**config.mk**
```make
export PLATFORM = sky130hd
export DESIGN_NAME = record_parser
export DESIGN_NICKNAME = d
export VERILOG_FILES = /design/src/hdl/trace_record_pkg.sv /design/src/hdl/trace_syntax_pkg.sv /design/src/hdl/record_parser.sv
export VERILOG_INCLUDE_DIRS = /design/src /design/src/include
export SDC_FILE = /design/constraint.sdc
export NUM_CORES = 1
export LEC_CHECK = 0
export ABC_CLOCK_PERIOD_IN_PS = 2900
export BUFFER_PORTS_ARGS = -buffer_cell sky130_fd_sc_hd__buf_2
export CAP_MARGIN = 25
export CORE_MARGIN = 1.5
export CORE_UTILIZATION = 45
export CTS_CLUSTER_DIAMETER = 200
export DETAILED_ROUTE_END_ITERATION = 10
export PLACE_DENSITY = 0.82
export SYNTH_ARGS = -nofsm -noshare
export SYNTH_HDL_FRONTEND = slang
export SYNTH_SLANG_ARGS = --single-unit
```
**constraint.sdc**
```tcl
create_clock -name clk -period 2.9 [get_ports clk]
set_input_delay 0.58 -clock clk [delete_from_list [all_inputs] [get_ports clk]]
set_output_delay 0.58 -clock clk [all_outputs]
set_load 0.005 [all_outputs]
```
**src/include/cpu_checker_config.svh**
```systemverilog
`ifndef CPU_CHECKER_CONFIG_SVH
`define CPU_CHECKER_CONFIG_SVH

`define CHAR_W 8
`define FREQ_W 16
`define TIME_W 16
`define WORD_W 32
`define GRF_W 16

`define DEC_DIGITS_MAX 4 // time and register fields.
`define HEX_DIGITS 8 // pc, address and data fields.

`define PC_LOW 32'h0000_3000
`define PC_HIGH 32'h0000_4fff
`define ADDR_LOW 32'h0000_0000
`define ADDR_HIGH 32'h0000_2fff
`define GRF_MAX 31

`define TIME_MASK_BITS_MAX 13 // also the largest listed freq power.

`define CH_CARET 8'h5e
`define CH_AT 8'h40
`define CH_COLON 8'h3a
`define CH_SPACE 8'h20
`define CH_DOLLAR 8'h24
`define CH_STAR 8'h2a
`define CH_LT 8'h3c
`define CH_EQ 8'h3d
`define CH_HASH 8'h23
`define CH_DIGIT_0 8'h30
`define CH_DIGIT_9 8'h39
`define CH_HEX_A 8'h61
`define CH_HEX_F 8'h66

`endif
```
**src/hdl/trace_record_pkg.sv**
```systemverilog
`include "cpu_checker_config.svh"

package trace_record_pkg;

        typedef logic [`TIME_W-1:0] time_t;
        typedef logic [`WORD_W-1:0] word_t;
        typedef logic [`GRF_W-1:0] grf_t;
        typedef logic [`FREQ_W-1:0] freq_t;

        typedef struct packed {
                time_t time_val;
                word_t pc;
                grf_t grf;
                word_t addr;
        } record_fields_t;

        typedef enum logic [1:0] {
                FMT_NONE = 2'd0,
                FMT_REG_WRITE = 2'd1,
                FMT_MEM_WRITE = 2'd2
        } format_e;

        // bit 3 down to bit 0.
        typedef struct packed {
                logic grf_bad;
                logic addr_bad;
                logic pc_bad;
                logic time_bad;
        } error_code_t;

        typedef struct packed {
                logic done;
                format_e form;
        } record_end_t;

endpackage

```
**src/hdl/trace_syntax_pkg.sv**
```systemverilog
`include "cpu_checker_config.svh"

package trace_syntax_pkg;

        typedef logic [`CHAR_W-1:0] char_t;
        typedef logic [3:0] nibble_t;
        typedef logic [3:0] digit_cnt_t;

        // one flag per recognised character or range.
        typedef struct packed {
                logic caret;
                logic at;
                logic colon;
                logic space;
                logic dollar;
                logic star;
                logic lt;
                logic eq;
                logic hash;
                logic dec_digit;
                logic hex_digit; // set for 0-9 too.
                nibble_t value;
        } char_class_t;

        typedef enum logic [3:0] {
                PH_IDLE,
                PH_TIME,
                PH_PC,
                PH_COLON,
                PH_KIND,
                PH_GRF,
                PH_ADDR,
                PH_PRE_ARROW,
                PH_ARROW_EQ,
                PH_PRE_DATA,
                PH_DATA,
                PH_END_MARK
        } parse_phase_e;

        typedef enum logic [1:0] {
                FIELD_TIME,
                FIELD_PC,
                FIELD_GRF,
                FIELD_ADDR
        } field_sel_e;

        typedef struct packed {
                logic clear;
                logic shift;
                field_sel_e sel;
        } field_cmd_t;

endpackage

```
**src/hdl/record_parser.sv**
```systemverilog
`timescale 1ns/1ps
`include "cpu_checker_config.svh"

module record_parser
        import trace_syntax_pkg::*;
        import trace_record_pkg::*;
(
        input logic clk,
        input logic reset,
        input char_class_t char_class,
        output field_cmd_t field_cmd,
        output record_end_t record_end
);

        localparam digit_cnt_t DEC_MAX = digit_cnt_t'(`DEC_DIGITS_MAX);
        localparam digit_cnt_t HEX_LAST = digit_cnt_t'(`HEX_DIGITS - 1);

        parse_phase_e phase;
        parse_phase_e phase_next;
        digit_cnt_t digit_cnt;
        digit_cnt_t cnt_next;
        digit_cnt_t cnt_inc;
        logic is_mem;
        logic is_mem_next;

        assign cnt_inc = digit_cnt_t'(digit_cnt + 1'b1);

        always_comb begin
                phase_next = PH_IDLE; // anything unexpected rejects.
                cnt_next = '0;
                is_mem_next = is_mem;
                field_cmd.clear = char_class.caret;
                field_cmd.shift = 1'b0;
                field_cmd.sel = FIELD_TIME;
                record_end.done = 1'b0;
                record_end.form = FMT_NONE;

                if (char_class.caret) begin
                        phase_next = PH_TIME; // restart from any phase.
                end else begin
                        case (phase)
                        PH_TIME: begin
                                if (char_class.dec_digit && digit_cnt < DEC_MAX) begin
                                        phase_next = PH_TIME;
                                        cnt_next = cnt_inc;
                                        field_cmd.shift = 1'b1;
                                        field_cmd.sel = FIELD_TIME;
                                end else if (char_class.at && digit_cnt != '0) begin
                                        phase_next = PH_PC;
                                end
                        end
                        PH_PC: begin
                                if (char_class.hex_digit) begin
                                        field_cmd.shift = 1'b1;
                                        field_cmd.sel = FIELD_PC;
                                        if (digit_cnt == HEX_LAST) begin
                                                phase_next = PH_COLON;
                                        end else begin
                                                phase_next = PH_PC;
                                                cnt_next = cnt_inc;
                                        end
                                end
                        end
                        PH_COLON: begin
                                if (char_class.colon) begin
                                        phase_next = PH_KIND;
                                end
                        end
                        PH_KIND: begin
                                if (char_class.space) begin
                                        phase_next = PH_KIND;
                                end else if (char_class.dollar) begin
                                        phase_next = PH_GRF;
                                        is_mem_next = 1'b0;
                                end else if (char_class.star) begin
                                        phase_next = PH_ADDR;
                                        is_mem_next = 1'b1;
                                end
                        end
                        PH_GRF: begin
                                if (char_class.dec_digit && digit_cnt < DEC_MAX) begin
                                        phase_next = PH_GRF;
                                        cnt_next = cnt_inc;
                                        field_cmd.shift = 1'b1;
                                        field_cmd.sel = FIELD_GRF;
                                end else if (char_class.space && digit_cnt != '0) begin
                                        phase_next = PH_PRE_ARROW;
                                end else if (char_class.lt && digit_cnt != '0) begin
                                        phase_next = PH_ARROW_EQ;
                                end
                        end
                        PH_ADDR: begin
                                if (char_class.hex_digit) begin
                                        field_cmd.shift = 1'b1;
                                        field_cmd.sel = FIELD_ADDR;
                                        if (digit_cnt == HEX_LAST) begin
                                                phase_next = PH_PRE_ARROW;
                                        end else begin
                                                phase_next = PH_ADDR;
                                                cnt_next = cnt_inc;
                                        end
                                end
                        end
                        PH_PRE_ARROW: begin
                                if (char_class.space) begin
                                        phase_next = PH_PRE_ARROW;
                                end else if (char_class.lt) begin
                                        phase_next = PH_ARROW_EQ;
                                end
                        end
                        PH_ARROW_EQ: begin
                                if (char_class.eq) begin
                                        phase_next = PH_PRE_DATA;
                                end
                        end
                        PH_PRE_DATA: begin
                                if (char_class.space) begin
                                        phase_next = PH_PRE_DATA;
                                end else if (char_class.hex_digit) begin
                                        phase_next = PH_DATA; // first data digit.
                                        cnt_next = digit_cnt_t'(1);
                                end
                        end
                        PH_DATA: begin
                                if (char_class.hex_digit) begin
                                        if (digit_cnt == HEX_LAST) begin
                                                phase_next = PH_END_MARK;
                                        end else begin
                                                phase_next = PH_DATA;
                                                cnt_next = cnt_inc;
                                        end
                                end
                        end
                        PH_END_MARK: begin
                                if (char_class.hash) begin
                                        record_end.done = 1'b1;
                                        record_end.form = is_mem ? FMT_MEM_WRITE : FMT_REG_WRITE;
                                end
                        end
                        default: ; // idle waits for a caret.
                        endcase
                end
        end

        always_ff @(posedge clk) begin
                if (reset) begin
                        phase <= PH_IDLE;
                        digit_cnt <= '0;
                        is_mem <= 1'b0;
                end else begin
                        phase <= phase_next;
                        digit_cnt <= cnt_next;
                        is_mem <= is_mem_next;
                end
        end

endmodule

```
==> impl_metrics.env <==
export IMPL_use_met3_pct=7.66
export IMPL_ys_warn_count=0
export IMPL_setup_tns_ns=0
export IMPL_gr_max_usage_layer="met2"
export IMPL_clkPwrFrac_pct=38.1
export IMPL_cts_root_buffer="clkbuf_4"
export IMPL_grt_max_degree=19
export IMPL_ant_nets=0
export IMPL_grt_pass1_vias=740
export IMPL_syn_nets=114
export IMPL_slew_violations=0
export IMPL_finalHoldViolCount=0
export IMPL_status="finished, final reports clean"
export IMPL_critical_path_class="flip-flop to primary output"
export IMPL_fin_crit_ns=2.57
export IMPL_first_iter_violations=34
export IMPL_hold_start="digit_cnt[0]$_SDFF_PP0_"
export IMPL_rows=14
export IMPL_seq_area_frac_synth_pct=24.7
export IMPL_dieArea_um2=1870
export IMPL_drt_first_pass_iters=5
export IMPL_portBuffers=19
export IMPL_synth_area_um2=731
export IMPL_r2r_start="phase[1]$_SDFF_PP0_"
export IMPL_vias=772
export IMPL_area_growth_pct=13.2
export IMPL_reg2reg_slack_ns=1.06
export IMPL_cap_violations=0
export IMPL_ctsResizeCount=0
export IMPL_hpwl_mm=1.35
export IMPL_grtUsageTotal_pct=22.5
export IMPL_start_kind="flip-flop"
export IMPL_min_path_type="flip-flop to flip-flop"
export IMPL_cts_hold_buf=0
export IMPL_wl_mm=1.86
export IMPL_netlist_instances=95
export IMPL_ys_types=40
export IMPL_io_pins=24
export IMPL_ir_drop_mv=0.174
export IMPL_clk_latency_ns=0.26
export IMPL_coreArea_um2=1510
export IMPL_clkTransAtPathRegs_ns=0.06
export IMPL_overflow=0
export IMPL_clock_sinks=9
export IMPL_gp_congestion=0.826
export IMPL_antenna_found_initial=0
export IMPL_rsz0062_at_grt="no"
export IMPL_p_seq_share_pct=49.7
export IMPL_fin_nets=130
export IMPL_h_tree_depth=1
export IMPL_layout_drive_gt1_share_pct=23.6
export IMPL_fin_crit_sh_pct=88.7
export IMPL_stdcell_count=126
export IMPL_cts_tree="yes"
export IMPL_start_util_pct=48.5
export IMPL_cp_data_arrival_time_ns=1.99
export IMPL_placed_cells=122
export IMPL_relSlewSlack_pct=58.7
export IMPL_synth_area_leaders="dfxtp_1 25%, a21oi_1 4.8%, nand2_1 4.1%, nor2_1 3.6%, ha_1 3.4%"
export IMPL_internal_power_mw=0.192
export IMPL_ys_ff_latch=9
export IMPL_route_detailed_drc=0
export IMPL_wl_per_cell_um=14.8
export IMPL_diodes=0
export IMPL_syn_avg_cell_area_um2=7.69
export IMPL_power_per_cell_area_nw_per_um2=312
export IMPL_cts_made_buffers=3
export IMPL_synth_top_area_cell="dfxtp_1"
export IMPL_use_met2_pct=37.6
export IMPL_fin_worst_skew_ns=0.00440
export IMPL_tightest_slew_ns=0.619
export IMPL_pwr_share_comb_pct=12.1
export IMPL_fin_util_pct=54.9
export IMPL_r2r_end="digit_cnt[0]$_SDFF_PP0_"
export IMPL_hold_depth=1
export IMPL_p_leak_nw=0.299
export IMPL_setup_viol=0
export IMPL_vias_per_cell=6.13
export IMPL_cts_buffer_depth=2
export IMPL_fmax_mhz=389
export IMPL_path_max_fanout=18
export IMPL_finalPower_mw=0.258
export IMPL_synth_top_cell_area_share_pct=24.7
export IMPL_die_y_um=43.3
export IMPL_grt_use_met1_pct=27.5
export IMPL_grt_first_pass_wirelength_mm=3.22
export IMPL_end_kind="primary output"
export IMPL_worstRegToRegCells=4
export IMPL_min_to="digit_cnt[0]$_SDFF_PP0_"
export IMPL_cp_required_ns=2.32
export IMPL_switchingPower_mw=0.0662
export IMPL_die_width_um=43.3
export IMPL_p_sw_share_pct=25.7
export IMPL_nFillCells=163
export IMPL_post_cts_repair_setup_buffers=0
-- sequential cells by signal (all words and copies together) (netlist names) --
| signal | count |
|---|---|
| digit_cnt | 4 |
| phase | 4 |
| is_mem | 1 |
-- power groups by stage --
stage	clock network (mW)	registers, mW	logic [mW]
after floorplan	0	0.128	0.0195
after global placement	0	0.131	0.0297
after detailed placement	0	0.131	0.0305
after CTS	0.101	0.128	0.0307
after global routing	0.108	0.129	0.0347
final	0.0983	0.128	0.0313
-- per-stage QoR --
step / setup slack, ns / instance area, µm² / hold WS (ns)
final: 0.326 / 827 / 0.487
after global routing: 0.180 / 827 / 0.522
after CTS: 0.338 / 827 / 0.496
after detailed placement: 0.613 / 801 / 0.479
after global placement: 0.723 / 801 / 0.465
after floorplan: 0.971 / 731 / 0.440
-- cells in the final DEF (no fill, tap or decap), drive strengths merged, types with 3 or more instances in the layout --
master and count:
nor2 7, inv 5, nor4 3, nor2b 4, clkbuf 4, nor3 6
a21oi 7, dfxtp 9, nand2 8, o21ai 4, buf 19
-- per-layer routing --
layer  routed length, µm  share of wire [%]
met5                   0                  0
met4                   0                  0
met3                 124                6.7
met2                 999                 54
met1                 735                 40
-- cells by family (layout without fill, tap and decap cells) --
kind of cell	after synthesis	count (layout)	synth area share, %
AOI/OAI and AO/OA	23	23	20.7
xor gates and xnor gates	3	3	3.60
adders and majority gates	2	2	3.42
buffers and inverters	13	28	8.73
DFF	9	9	24.7
muxes	1	1	1.37
and+or+nand+nor	44	44	37.5
-- final cells by class --
| class | instances | area [µm²] | area share (%) |
|---|---|---|---|
| inverter | 5 | 18.8 | 2.27 |
| clock buffer | 4 | 26.3 | 3.18 |
| sequential | 9 | 180 | 21.8 |
| timing repair buffer | 19 | 95.1 | 11.5 |
| multi-input combinational | 73 | 487 | 58.9 |
| tap | 16 | 20.0 | 2.42 |
-- critical path: stages (launching register included) --
cell,delay (ns)
dfxtp_1,0.50
nor4b_2,0.56
a21oi_1,0.16
nor3_2,0.17
and4bb_1,0.22
buf_2,0.11
-- synthesized netlist by cell type --
master and n:
nor2b_1 4, nand2b_1 2, o32ai_1 1, nor2_1 7
nand3b_1 1, xnor2_1 2, and2_1 1, a32o_1 1
clkbuf_1 5, ha_1 2, nor4_1 2, mux2i_1 1
nor3_2 1, nor4_2 1, and3b_1 1, nand3_1 2
a21oi_1 7, nand4_1 1, nor4b_2 1, or4b_4 1
o21ai_0 4, inv_1 5, nor3b_1 1, buf_4 2
or3b_1 1, a211oi_1 2, a32oi_1 1, a21o_1 1
nand4b_1 2, dfxtp_1 9, a221oi_1 2, or3_1 1
o311ai_0 1, buf_6 1, nor3_1 5, xor2_1 1
and4bb_1 1, o211ai_1 1, a31oi_1 2, nand2_1 8
-- worst max-delay path by stage --
stage,start,end,depth (start not counted)
after floorplan,char_class[5],field_cmd[1],4
after global placement,char_class[5],field_cmd[1],6
after detailed placement,char_class[5],field_cmd[1],6
after CTS,phase[1]$_SDFF_PP0_,field_cmd[1],5
after global routing,phase[1]$_SDFF_PP0_,field_cmd[1],5
final,phase[1]$_SDFF_PP0_,field_cmd[1],5
(Power assumes the default switching activity.)
